### config.mk
export PLATFORM = sky130hd
export DESIGN_NAME = any1_decode_top
export DESIGN_NICKNAME = d
export VERILOG_FILES = /design/src/rtl/any1_pkg.sv /design/src/rtl/any1_dec_ctrl_if.sv /design/src/rtl/any1_opclass.sv /design/src/rtl/any1_imm_gen.sv /design/src/rtl/any1_regsel.sv /design/src/rtl/any1_decode_reg.sv /design/src/rtl/any1_decode_top.sv
export VERILOG_INCLUDE_DIRS = /design/src /design/src/rtl
export SDC_FILE = /design/constraint.sdc
export NUM_CORES = 1
export LEC_CHECK = 0
export ABC_AREA = 1
export BUFFER_PORTS_ARGS = -buffer_cell sky130_fd_sc_hd__buf_2
export CAP_MARGIN = 20
export CORE_MARGIN = 4
export CORE_UTILIZATION = 52
export DETAILED_ROUTE_END_ITERATION = 6
export PLACE_DENSITY = 0.9
export SLEW_MARGIN = 15
export SYNTH_ARGS = -nofsm -noshare
export SYNTH_HDL_FRONTEND = slang
export SYNTH_SLANG_ARGS = --single-unit
### constraint.sdc
create_clock -name clk -period 1.9 [get_ports clk]
set_input_delay 0.285 -clock clk [delete_from_list [all_inputs] [get_ports clk]]
set_output_delay 0.285 -clock clk [all_outputs]
set_load 0.03 [all_outputs]
### src/rtl/any1_settings.svh
`ifndef ANY1_SETTINGS_SVH
`define ANY1_SETTINGS_SVH

// ==========================================================
// Decoder widths
// ==========================================================

// One instruction word as fetched
`define ANY1_INSTR_W 32

// Fetch address and predicted next address
`define ANY1_ADDR_W 32

// Register number, enough for 64 integer registers
`define ANY1_REG_W 6

// Immediate handed to the 64-bit datapath
`define ANY1_IMM_W 64

// Stream tag carried alongside each instruction
`define ANY1_STREAM_W 3

`endif

### src/rtl/any1_pkg.sv
package any1_pkg;

`include "any1_settings.svh"

	// ==========================================================
	// Width types
	// ==========================================================

	typedef logic [`ANY1_REG_W-1:0] reg_t;
	typedef logic [`ANY1_ADDR_W-1:0] addr_t;
	typedef logic [`ANY1_IMM_W-1:0] imm_t;
	typedef logic [`ANY1_STREAM_W-1:0] stream_t;

	// ==========================================================
	// Opcode and function encodings
	// ==========================================================

	// Opcodes with bit 7 set belong to the vector and float space
	typedef enum logic [7:0] {
		BRK    = 8'h00, NOP    = 8'h01,
		R1     = 8'h02, R2     = 8'h03, R3     = 8'h04,
		ADDI   = 8'h08, SUBFI  = 8'h09, ANDI   = 8'h0A, ORI    = 8'h0B,
		XORI   = 8'h0C, SLTI   = 8'h0D, SLTUI  = 8'h0E, BYTNDX = 8'h0F,
		CHKI   = 8'h10,
		JAL    = 8'h40, BAL    = 8'h41, JALR   = 8'h42,
		BEQ    = 8'h48, BNE    = 8'h49, BLT    = 8'h4A, BGE    = 8'h4B,
		BLTU   = 8'h4C, BGEU   = 8'h4D, BBS    = 8'h4E,
		EXI0   = 8'h50, EXI1   = 8'h51, EXI2   = 8'h52, IMOD   = 8'h53,
		BRMOD  = 8'h54, STRIDE = 8'h55,
		LDX    = 8'h60, LEA    = 8'h61, LDXX   = 8'h62,
		STX    = 8'h68, STXX   = 8'h69,
		CSR    = 8'h70, SYS    = 8'h71
	} opcode_e;

	// Function field of the R1, R2, R3 and SYS groups
	typedef enum logic [5:0] {
		ABS    = 6'h00, NOT    = 6'h01,
		ADD    = 6'h04, SUB    = 6'h05,
		AND    = 6'h08, OR     = 6'h09, XOR    = 6'h0A,
		SLT    = 6'h0C, SLTU   = 6'h0D,
		MUL    = 6'h10, DIV    = 6'h14,
		SLL    = 6'h20, PTRDIF = 6'h21, CHK    = 6'h22,
		PFI    = 6'h30, TLBRW  = 6'h31
	} func_e;

	// ==========================================================
	// Instruction word views
	// ==========================================================

	typedef struct packed {
		func_e func;
		logic [5:0] rb;
		logic [5:0] ra;
		logic [5:0] rt;
		opcode_e opcode;
	} r2_fmt_t;

	typedef struct packed {
		logic [3:0] pad;
		logic [7:0] disp;
		logic [5:0] ra;
		logic [5:0] rt;
		opcode_e opcode;
	} ld_fmt_t;

	// Stores put the data register where the others put Rt
	typedef struct packed {
		logic [3:0] pad;
		logic [1:0] disphi;
		logic [5:0] displo;
		logic [5:0] ra;
		logic [5:0] rs;
		opcode_e opcode;
	} st_fmt_t;

	typedef union packed {
		r2_fmt_t r2;
		ld_fmt_t ld;
		st_fmt_t st;
	} instr_t;

	// ==========================================================
	// Decode control kinds
	// ==========================================================

	typedef enum logic [3:0] {
		IMM_NONE, IMM_SEXT12, IMM_ONES12, IMM_ZEXT12, IMM_ZEXT8,
		IMM_JAL, IMM_JALR, IMM_BRANCH, IMM_LDDISP, IMM_STDISP
	} imm_kind_e;

	typedef enum logic [1:0] {
		DEST_NONE, DEST_FIELD, DEST_LINK
	} dest_kind_e;

endpackage

### src/rtl/any1_dec_ctrl_if.sv
`timescale 1ns/1ps

interface any1_dec_ctrl_if;
	import any1_pkg::*;

	// Flags that go straight into the decode record
	logic ui;
	logic rfwr;
	logic need_rc;
	logic branch;
	logic is_mod;
	logic stream_inc;

	// Steering for the register and immediate builders
	dest_kind_e dest_kind;
	imm_kind_e imm_kind;
	// Rc comes from bits 13:8 when set
	logic rc_sel;

	modport src (
		output ui, rfwr, need_rc, branch, is_mod, stream_inc,
		output dest_kind, imm_kind, rc_sel
	);

	modport dst (
		input ui, rfwr, need_rc, branch, is_mod, stream_inc,
		input dest_kind, imm_kind, rc_sel
	);

endinterface

### src/rtl/any1_opclass.sv
`timescale 1ns/1ps

module any1_opclass (
	input any1_pkg::instr_t instr,
	any1_dec_ctrl_if.src ctrl
);
	import any1_pkg::*;

	// Set by every form that writes the Rt field of the word
	logic wr_field;

	always_comb begin
		wr_field = 1'b0;
		ctrl.ui = 1'b1;
		ctrl.rfwr = 1'b0;
		ctrl.need_rc = 1'b0;
		ctrl.rc_sel = 1'b0;
		ctrl.stream_inc = 1'b0;
		ctrl.dest_kind = DEST_NONE;
		ctrl.imm_kind = IMM_NONE;
		// The whole 48..4F block is flagged as a branch, known or not
		ctrl.branch = (instr.r2.opcode[7:3] == 5'b01001);
		ctrl.is_mod = (instr.r2.opcode[7:4] == 4'h5);

		case (instr.r2.opcode)
			BRK, NOP: ctrl.ui = 1'b0;

			// ==========================================================
			// Register forms
			// ==========================================================
			R1:
				case (instr.r2.func)
					ABS, NOT: begin
						ctrl.ui = 1'b0;
						wr_field = 1'b1;
					end
					default: ;
				endcase
			R2:
				case (instr.r2.func)
					ADD, SUB, AND, OR, XOR, SLT, SLTU, MUL, DIV: begin
						ctrl.ui = 1'b0;
						wr_field = 1'b1;
					end
					default: ;
				endcase
			R3:
				case (instr.r2.func)
					SLL, PTRDIF: begin
						ctrl.ui = 1'b0;
						wr_field = 1'b1;
					end
					// Bounds check reads a third register and writes nothing
					CHK: begin
						ctrl.ui = 1'b0;
						ctrl.need_rc = 1'b1;
						ctrl.rc_sel = 1'b1;
					end
					default: ;
				endcase

			// ==========================================================
			// Immediate ALU forms
			// ==========================================================
			ADDI, SUBFI, SLTI: begin
				ctrl.ui = 1'b0;
				wr_field = 1'b1;
				ctrl.imm_kind = IMM_SEXT12;
			end
			ANDI: begin
				ctrl.ui = 1'b0;
				wr_field = 1'b1;
				ctrl.imm_kind = IMM_ONES12;
			end
			ORI, XORI, SLTUI: begin
				ctrl.ui = 1'b0;
				wr_field = 1'b1;
				ctrl.imm_kind = IMM_ZEXT12;
			end
			BYTNDX: begin
				ctrl.ui = 1'b0;
				wr_field = 1'b1;
				ctrl.imm_kind = IMM_ZEXT8;
			end
			CHKI: begin
				ctrl.ui = 1'b0;
				ctrl.imm_kind = IMM_SEXT12;
			end

			// ==========================================================
			// Control transfer
			// ==========================================================
			JAL, BAL: begin
				ctrl.ui = 1'b0;
				ctrl.rfwr = 1'b1;
				ctrl.dest_kind = DEST_LINK;
				ctrl.imm_kind = IMM_JAL;
				ctrl.stream_inc = 1'b1;
			end
			JALR: begin
				ctrl.ui = 1'b0;
				ctrl.rfwr = 1'b1;
				ctrl.dest_kind = DEST_LINK;
				ctrl.imm_kind = IMM_JALR;
			end
			BEQ, BNE, BLT, BGE, BLTU, BGEU, BBS: begin
				ctrl.ui = 1'b0;
				ctrl.imm_kind = IMM_BRANCH;
			end
			EXI0, EXI1, EXI2, IMOD, BRMOD, STRIDE: ctrl.ui = 1'b0;

			// ==========================================================
			// Memory and system
			// ==========================================================
			LEA, LDX: begin
				ctrl.ui = 1'b0;
				wr_field = 1'b1;
				ctrl.imm_kind = IMM_LDDISP;
			end
			LDXX: begin
				ctrl.ui = 1'b0;
				wr_field = 1'b1;
			end
			// Store data rides in the Rt slot and is read as Rc
			STX: begin
				ctrl.ui = 1'b0;
				ctrl.rfwr = 1'b1;
				ctrl.need_rc = 1'b1;
				ctrl.rc_sel = 1'b1;
				ctrl.imm_kind = IMM_STDISP;
			end
			STXX: ctrl.ui = 1'b0;
			CSR: begin
				ctrl.ui = 1'b0;
				ctrl.dest_kind = DEST_FIELD;
				ctrl.imm_kind = IMM_ZEXT12;
			end
			SYS:
				case (instr.r2.func)
					PFI: ctrl.ui = 1'b0;
					TLBRW: begin
						ctrl.ui = 1'b0;
						wr_field = 1'b1;
					end
					default: ;
				endcase
			default: ;
		endcase

		if (wr_field) begin
			ctrl.rfwr = 1'b1;
			ctrl.dest_kind = DEST_FIELD;
		end
	end

endmodule

### src/rtl/any1_imm_gen.sv
`timescale 1ns/1ps

`include "any1_settings.svh"

module any1_imm_gen (
	input any1_pkg::instr_t instr,
	any1_dec_ctrl_if.dst ctrl,
	output any1_pkg::imm_t imm
);
	import any1_pkg::*;

	// The 12-bit field shared by the ALU immediates, JALR and CSR
	logic [11:0] imm12;

	assign imm12 = instr[31:20];

	always_comb begin
		case (ctrl.imm_kind)
			IMM_SEXT12:
				imm = {{(`ANY1_IMM_W-12){imm12[11]}}, imm12};
			// ANDI keeps the upper bits of the source untouched
			IMM_ONES12:
				imm = {{(`ANY1_IMM_W-12){1'b1}}, imm12};
			IMM_ZEXT12:
				imm = {{(`ANY1_IMM_W-12){1'b0}}, imm12};
			IMM_ZEXT8:
				imm = {{(`ANY1_IMM_W-8){1'b0}}, instr.ld.disp};

			// ==========================================================
			// Word-aligned control transfer offsets
			// ==========================================================
			IMM_JAL:
				imm = {{(`ANY1_IMM_W-24){instr[31]}}, instr[31:10], 2'b00};
			IMM_JALR:
				imm = {{(`ANY1_IMM_W-14){imm12[11]}}, imm12, 2'b00};
			// Branch offset is split around the Ra and Rb fields
			IMM_BRANCH:
				imm = {{(`ANY1_IMM_W-14){instr[31]}}, instr[31:26], instr[13:8], 2'b00};

			// ==========================================================
			// Memory displacements
			// ==========================================================
			IMM_LDDISP:
				imm = {{(`ANY1_IMM_W-8){instr.ld.disp[7]}}, instr.ld.disp};
			IMM_STDISP:
				imm = {{(`ANY1_IMM_W-8){instr.st.disphi[1]}}, instr.st.disphi,
					instr.st.displo};
			default:
				imm = '0;
		endcase
	end

endmodule

### src/rtl/any1_regsel.sv
`timescale 1ns/1ps

module any1_regsel (
	input any1_pkg::instr_t instr,
	any1_dec_ctrl_if.dst ctrl,
	output any1_pkg::reg_t ra,
	output any1_pkg::reg_t rb,
	output any1_pkg::reg_t rc,
	output any1_pkg::reg_t rt
);
	import any1_pkg::*;

	// Source fields sit in the same place for every format
	assign ra = instr.r2.ra;
	assign rb = instr.r2.rb;

	// Store data and the CHK bound share the slot at bits 13:8
	assign rc = ctrl.rc_sel ? instr.st.rs : '0;

	always_comb begin
		case (ctrl.dest_kind)
			DEST_FIELD:
				rt = instr.r2.rt;
			// Only four link registers, picked by the low two bits
			DEST_LINK:
				rt = reg_t'(instr[9:8]);
			default:
				rt = '0;
		endcase
	end

endmodule

### src/rtl/any1_decode_reg.sv
`timescale 1ns/1ps

module any1_decode_reg (
	input logic clk,
	input logic arst_n,
	input logic instr_valid,
	any1_dec_ctrl_if.dst ctrl,
	input any1_pkg::reg_t ra,
	input any1_pkg::reg_t rb,
	input any1_pkg::reg_t rc,
	input any1_pkg::reg_t rt,
	input any1_pkg::imm_t imm,
	input any1_pkg::addr_t ip,
	input any1_pkg::addr_t predicted_ip,
	input logic predict_taken,
	input any1_pkg::stream_t stream,
	output logic dec_valid,
	output logic dec_ui,
	output logic dec_rfwr,
	output logic dec_need_rc,
	output logic dec_branch,
	output logic dec_is_mod,
	output logic dec_stream_inc,
	output any1_pkg::reg_t dec_ra,
	output any1_pkg::reg_t dec_rb,
	output any1_pkg::reg_t dec_rc,
	output any1_pkg::reg_t dec_rt,
	output any1_pkg::imm_t dec_imm,
	output any1_pkg::addr_t dec_ip,
	output any1_pkg::addr_t dec_pip,
	output logic dec_predict_taken,
	output any1_pkg::stream_t dec_stream
);

	// The record is held until the next valid word replaces it
	always_ff @(posedge clk or negedge arst_n) begin
		if (!arst_n) begin
			dec_valid <= 1'b0;
			dec_ui <= 1'b0;
			dec_rfwr <= 1'b0;
			dec_need_rc <= 1'b0;
			dec_branch <= 1'b0;
			dec_is_mod <= 1'b0;
			dec_stream_inc <= 1'b0;
			dec_ra <= '0;
			dec_rb <= '0;
			dec_rc <= '0;
			dec_rt <= '0;
			dec_imm <= '0;
			dec_ip <= '0;
			dec_pip <= '0;
			dec_predict_taken <= 1'b0;
			dec_stream <= '0;
		end else begin
			dec_valid <= instr_valid;
			if (instr_valid) begin
				dec_ui <= ctrl.ui;
				dec_rfwr <= ctrl.rfwr;
				dec_need_rc <= ctrl.need_rc;
				dec_branch <= ctrl.branch;
				dec_is_mod <= ctrl.is_mod;
				dec_stream_inc <= ctrl.stream_inc;
				dec_ra <= ra;
				dec_rb <= rb;
				dec_rc <= rc;
				dec_rt <= rt;
				dec_imm <= imm;
				dec_ip <= ip;
				dec_pip <= predicted_ip;
				dec_predict_taken <= predict_taken;
				dec_stream <= stream;
			end
		end
	end

endmodule

### src/rtl/any1_decode_top.sv
`timescale 1ns/1ps

`include "any1_settings.svh"

module any1_decode_top (
	input logic clk,
	input logic arst_n,
	input logic instr_valid,
	input logic [`ANY1_INSTR_W-1:0] instr,
	input logic [`ANY1_ADDR_W-1:0] ip,
	input logic [`ANY1_ADDR_W-1:0] predicted_ip,
	input logic predict_taken,
	input logic [`ANY1_STREAM_W-1:0] stream,
	output logic dec_valid,
	output logic dec_ui,
	output logic dec_rfwr,
	output logic dec_need_rc,
	output logic dec_branch,
	output logic dec_is_mod,
	output logic dec_stream_inc,
	output logic [`ANY1_REG_W-1:0] dec_ra,
	output logic [`ANY1_REG_W-1:0] dec_rb,
	output logic [`ANY1_REG_W-1:0] dec_rc,
	output logic [`ANY1_REG_W-1:0] dec_rt,
	output logic [`ANY1_IMM_W-1:0] dec_imm,
	output logic [`ANY1_ADDR_W-1:0] dec_ip,
	output logic [`ANY1_ADDR_W-1:0] dec_pip,
	output logic dec_predict_taken,
	output logic [`ANY1_STREAM_W-1:0] dec_stream
);

	// ==========================================================
	// Combinational decode
	// ==========================================================

	logic [`ANY1_REG_W-1:0] ra;
	logic [`ANY1_REG_W-1:0] rb;
	logic [`ANY1_REG_W-1:0] rc;
	logic [`ANY1_REG_W-1:0] rt;
	logic [`ANY1_IMM_W-1:0] imm;

	any1_dec_ctrl_if ctrl ();

	any1_opclass u_opclass (
		.instr (instr),
		.ctrl  (ctrl)
	);

	any1_imm_gen u_imm_gen (
		.instr (instr),
		.ctrl  (ctrl),
		.imm   (imm)
	);

	any1_regsel u_regsel (
		.instr (instr),
		.ctrl  (ctrl),
		.ra    (ra),
		.rb    (rb),
		.rc    (rc),
		.rt    (rt)
	);

	// ==========================================================
	// Stage register
	// ==========================================================

	any1_decode_reg u_decode_reg (
		.clk               (clk),
		.arst_n            (arst_n),
		.instr_valid       (instr_valid),
		.ctrl              (ctrl),
		.ra                (ra),
		.rb                (rb),
		.rc                (rc),
		.rt                (rt),
		.imm               (imm),
		.ip                (ip),
		.predicted_ip      (predicted_ip),
		.predict_taken     (predict_taken),
		.stream            (stream),
		.dec_valid         (dec_valid),
		.dec_ui            (dec_ui),
		.dec_rfwr          (dec_rfwr),
		.dec_need_rc       (dec_need_rc),
		.dec_branch        (dec_branch),
		.dec_is_mod        (dec_is_mod),
		.dec_stream_inc    (dec_stream_inc),
		.dec_ra            (dec_ra),
		.dec_rb            (dec_rb),
		.dec_rc            (dec_rc),
		.dec_rt            (dec_rt),
		.dec_imm           (dec_imm),
		.dec_ip            (dec_ip),
		.dec_pip           (dec_pip),
		.dec_predict_taken (dec_predict_taken),
		.dec_stream        (dec_stream)
	);

endmodule

# [Word level (Yosys, flattened, before mapping)]
# Cells that the tools add are included.
[totals] out_inout_bits=163 word_cells=118 ff_bits=163 input_bits=103
[op_classes] reduce_logical=17 n_eq_ne=64 mux=21
[ops] operator="one-hot mux 64 bit (8 select lines)" count=1
[ops] operator="== test 8 x 7 -> 1 bit, second input constant" count=23
[ops] operator="== test 8 x 4 -> 1 bit, second input constant" count=8
[ops] operator="one-hot mux 4 bit (9 select lines)" count=1
[ops] operator="OR reduction 33 bit" count=1
[ops] operator="== test 6 x 4 -> 1 bit, second input constant" count=5
[ops] operator="== test 6 bit, second input constant" count=5
[ops] operator="== test 4 x 3 -> 1 bit, second input constant" count=5
[ops] operator="== test 8 x 2 -> 1 bit, second input constant" count=2
[ops] operator="== test 6 x 3 -> 1 bit, second input constant" count=2
[ops] operator="== test 6 x 5 -> 1 bit, second input constant" count=2
[ops] operator="two-way mux 1 bit" count=12
[ops] operator="one-hot mux 6 bit (2 select lines)" count=1
[ops] operator="OR reduction 2 bit" count=6
[ops] operator="OR reduction 4 bit" count=3
[ops] operator="OR reduction 11 bit" count=1
[ops] operator="one-hot mux 1 bit (5 select lines)" count=2
[ops] operator="OR reduction 9 bit" count=1
[ops] operator="== test 4 x 2 -> 1 bit, second input constant" count=2
[ops] operator="== test 4 bit, second input constant" count=2
[ops] operator="== test 8 x 1 -> 1 bit, second input constant" count=1
[ops] operator="== test 8 x 3 -> 1 bit, second input constant" count=1
[ops] operator="== test 8 x 5 -> 1 bit, second input constant" count=1
[ops] operator="logical NOT 8 bit" count=1
[ops] operator="other kinds (12)" count=13

# [Logic depth before layout (Yosys ltp)]
[logic_depth] depth_word=7 mapped_depth=14 ltp_nobuf=14

# [By module]
# From an unflattened synthesis, not the netlist that was laid out.
[unflattened] cells_unflattened=1067 area_unflattened_um2=8027.7
[modules_own_cells] mod="any1_decode_reg" cells_each=685 seq_area_each_um2=4078.9 area_each_um2=6170.9 n_inst=1
[modules_own_cells] mod="any1_imm_gen" cells_each=190 seq_area_each_um2=0.0 area_each_um2=953.4 n_inst=1
[modules_own_cells] mod="any1_opclass" cells_each=150 seq_area_each_um2=0.0 area_each_um2=683.2 n_inst=1
[modules_own_cells] mod="any1_regsel" cells_each=42 seq_area_each_um2=0.0 area_each_um2=220.2 n_inst=1

# [Worst setup path before layout]
# Ideal clock, no wire load.
[synth_path] kind="input to register" start="in instr[0]" end="reg u_decode_reg.dec_rt[0]" cell_stages=13 required_time_ps=1782 setup_slack_ps=107 arrival_ps=1675 setup_time_ps=118 path_buffers=1 path_cell_list="buf_2 -> nor2_1 -> nand3_1 -> nor2_1 -> inv_1 -> nor2_1 -> a21oi_1 -> nand4_1 -> inv_1 -> ha_1 -> or2_2 -> nand4_1 -> nand2_1"
[synth_between] elab_chain_len=6 elab_cells_between_ends=27 classes_between="eq/ne: 21; mux: 4; reduce/logical: 2"
[synth_rtl] element="from (decl)" line="any1_decode_top.sv:9" source="input logic [`ANY1_INSTR_W-1:0] instr,"
[synth_rtl] element="== test 8 x 4 -> 1 bit / == test 8 x 7 -> 1 bit (equally long branches)" line="any1_opclass.sv:25" source="case (instr.r2.opcode)"
[synth_rtl] element="OR reduction 11 bit (no source line) / OR reduction 3 bit (equally long branches)"
[synth_rtl] element="one-hot mux 1 bit (5 select lines) / one-hot mux 2 bit (2 select lines) (equally long branches)" line="any1_opclass.sv:25"
[synth_rtl] element="two-way mux 2 bit *" line="any1_opclass.sv:150" source="if (wr_field) begin"
[synth_rtl] element="== test 2 bit / == test 2 x 1 -> 1 bit (equally long branches)" line="any1_regsel.sv:21" source="case (ctrl.dest_kind)"
[synth_rtl] element="one-hot mux 6 bit (2 select lines) *" line="any1_regsel.sv:21"
[synth_rtl] element="to (signal assigned)" line="any1_decode_reg.sv:66" source="dec_rt <= rt;"
[synth_rtl] element="to (decl)" line="any1_decode_reg.sv:27" source="output any1_pkg::reg_t dec_rt,"
# Every way passes the cells marked *; elsewhere a longest branch is shown, timed or not.
# A chain may end at the register's enable or synchronous reset.

# [Worst setup path after layout]
[layout_path] start="in instr[29]" end="reg u_decode_reg.dec_rt[0]"
[layout_between] elab_chain_len=7 elab_cells_between_ends=26 classes_between="eq/ne: 15; mux: 7; reduce/logical: 4"
[layout_rtl] element="== test 6 x 3 -> 1 bit (tied with other cells)" line="any1_opclass.sv:40" source="case (instr.r2.func)"
[layout_rtl] element="OR reduction 9 bit (tied with other cells)" line="any1_opclass.sv:40"
[layout_rtl] element="two-way mux 1 bit, on equally long branches" line="any1_opclass.sv:40, any1_opclass.sv:32, any1_opclass.sv:48"
[layout_rtl] element="one-hot mux 1 bit (5 select lines) *" line="any1_opclass.sv:25"
[layout_rtl] element="two-way mux 2 bit *" line="any1_opclass.sv:150"
[layout_rtl] element="== test 2 bit / == test 2 x 1 -> 1 bit (equally long branches)" line="any1_regsel.sv:21"
[layout_rtl] element="one-hot mux 6 bit (2 select lines) *" line="any1_regsel.sv:21"
# Marks and branches as above.

==> results.cfg <==
[run_status]
status = finished clean

[clocking]
insertion_delay_ns = 0.41
clk_root_buffer_cell = clkbuf_16
cts_buffer_depth = 2
htree_levels = 4
clk_pin_slew_ns = 0.06
clock_sinks = 123
holdBufCountCts = 1
cts_resized = 0
post-cts-setup-buffers = 0
cts_tree = yes
cts_made_buffers = 17

[logic_synthesis]
yosys-top-cells-area = dfrtp_1 49%, nand2_1 22%, buf_4 4.9%
yosysUniqueCellTypes = 35
synth_cells = 808
yosysWarningCount = 0
avgSynthCellArea_sq_um = 7.72
netlist.area_leader.share_pct = 49.3
synth_area_sq_um = 6240
ys_seq_elements = 123
synth-seq-area-share_pct = 49.3
syn-num-nets = 913
synth_top_area_cell = dfrtp_1

[detailed_routing]
drtIter0Drc = 523
viasPerCell = 5.20
drc = 0
drtAntennaViolNets = 0
drt_wl_total_mm = 19.0
wire_per_inst_microns = 15.6
via_count = 6312
drt_pass1_iterations = 5

[die]
dieArea_sq_um = 13800
start_util_pct = 53.9
rows = 39
die_y_microns = 118
io_pins = 266
die_w_microns = 118
coreArea_sq_um = 11600

[cells_and_area]
fin_area_sq_um = 8260
seq_area_sq_um = 3080
multi_input_comb_area_sq_um = 2490
synthToLayoutAreaGrowth_pct = 32.4
nNetsFinal = 1164
nFillCells = 895
fin_util_pct = 71.4
drive_gt1_share_pct = 35.4
antenna_cells = 0

[sta]
setup_violations = 0
hold_violations = 0
relSlewSlack_pct = 70.5
post-route-period-util_pct = 84.7
max_freq_ghz = 0.621
min_period_ns = 1.61
hold_slack_ns = 0.0661
timing.final.ws_setup_ns = 0.291
tightest_slew_ns = 0.440
clock_skew_ns = 0
rsz0062_at_grt = no
slew_viol_final = 0

[global_routing]
grt_pass1_wl_mm = 30.9
grt_pass1_vias = 6209
antenna_found_initial = 2
globalRoute.totalOverflow = 0
grt_usage_pct = 27.8
grt_max_degree = 97

[critical_path]
worstSetupEndpointType = register
cp-start-kind = input pin
r2r_cells = 3
worstPathArrival_ns = 1.91
crit_required_ns = 2.20
path_delay_family = simple AND/OR/NAND/NOR gates
crit_type = input pin to register
path_common_cell = nand4_1
r2r_slack_ns = 1.04
cp_max_fo = 3
cp.depth = 13
cp-startpoint = instr[29]
slowest_stage = or2_2
crit-reg2reg-launch = u_decode_reg.dec_rfwr
path_cells = buf_2 > nor2_1 > buf_4 > nand4_1 > nor2_1 > nand3_1 > and2_1 > nand4_1 > inv_1 > ha_1 > or2_2 > nand4_1 > nand2_1
path_buf_inv = 3
slowest_delay_ns = 0.28

[placed_design]
place.gp.congestion = 0.949
io_buffers = 265
dp_hpwl_mm = 13.9
pre_cts_ws_ns = -0.0946
postPlaceCellArea_sq_um = 7600

[min_path]
holdPathStages = 3
hold_path_startpoint = ip[16]
holdCritPathClass = input pin to register

[power]
p_per_area_nw_per_um2 = 930
ir_worst_vdd_v = 0.000607
total_power_mw = 7.68
leakagePower_nw = 5.01

[flow_run]
cap_violations = 0
-- cells in the mapped netlist (all sizes together) --
library cell and n:
a21oi 6, and2 1, and3 1, buf 55
clkbuf 19, dfrtp 123, ha 2, inv 46
nand2 380, nand2b 1, nand3 26, nand3b 3
nand4 7, nor2 57, nor3 5, nor3b 1
nor4 1, o21ai 61, o22ai 11, or2 2
-- path summary, 6_finish.rpt --
path                                            endpoint
worst max-delay path              u_decode_reg.dec_rt[0]
worst min-delay path             u_decode_reg.dec_ip[16]
worst max register to register     u_decode_reg.dec_rfwr
worst min register to register   u_decode_reg.dec_ip[29]
max in group asynchronous       u_decode_reg.dec_pip[12]
min in group asynchronous       u_decode_reg.dec_pip[31]
-- per-layer routing --
layer	wire, microns	part of all wire, %	up-vias	GRT usage [%]
met3	1820	9.6	57	9.18
met4	580	3.1	4	11.9
met1	7160	38	2906	32.2
met5	20	0.11	-	0
li1	-	-	2989	-
met2	9380	49	356	47.2
-- where the power goes --
| group | switching [mW] | total (mW) | internal, mW |
|---|---|---|---|
| clock network | 1.21 | 3.49 | 2.27 |
| registers | 0.0996 | 2.90 | 2.80 |
| logic | 0.911 | 1.29 | 0.380 |
-- cell usage in the layout, fill, tap and decap left out, types with 10 or more instances in the layout --
master and count:
o22ai_1 11, buf_2 263, nand2_1 369, nand3_1 24, dfrtp_1 123, nor2_2 10, nor2_1 42, o21ai_0 48
buf_4 38, o21ai_1 12, inv_1 37, clkbuf_16 17
-- metrics by stage --
stage / setup TNS [ns] / instances
floorplan: 0 / 808
global placement: -0.0760 / 1182
detailed placement: -0.188 / 1182
CTS: 0 / 1215
global route: 0 / 1215
finish: 0 / 1215
-- area by class of cell --
class                           count  share of cell area (%)
Timing Repair Buffer              306                    20.5
Clock inverter                     13                    2.32
Clock buffer                       19                    5.48
Sequential cell                   123                    37.3
Inverter                           46                    2.12
Multi-Input combinational cell    565                    30.2
Tap cell                          143                    2.17
-- tightest hold or removal path, cell delays in order --
cell	delay [ns]
buf_2	0.07
nand2_1	0.04
nand2_1	0.05
-- logic make-up after synthesis --
group / Yosys count / synth area share [%]
buf+inv: 120 / 10.7
simple gates: 485 / 32.7
fa+ha+maj: 2 / 0.401
flops: 123 / 49.3
compound gates: 78 / 6.84
-- state kept, by name, summed over array words and instances (netlist names), 3 cells and up --
register                 cells
u_decode_reg.dec_pip        32
u_decode_reg.dec_ra          6
u_decode_reg.dec_rt          6
u_decode_reg.dec_stream      3
u_decode_reg.dec_ip         32
u_decode_reg.dec_rc          6
u_decode_reg.dec_rb          6
u_decode_reg.dec_imm        24
Power figures use the tool's default switching activity.
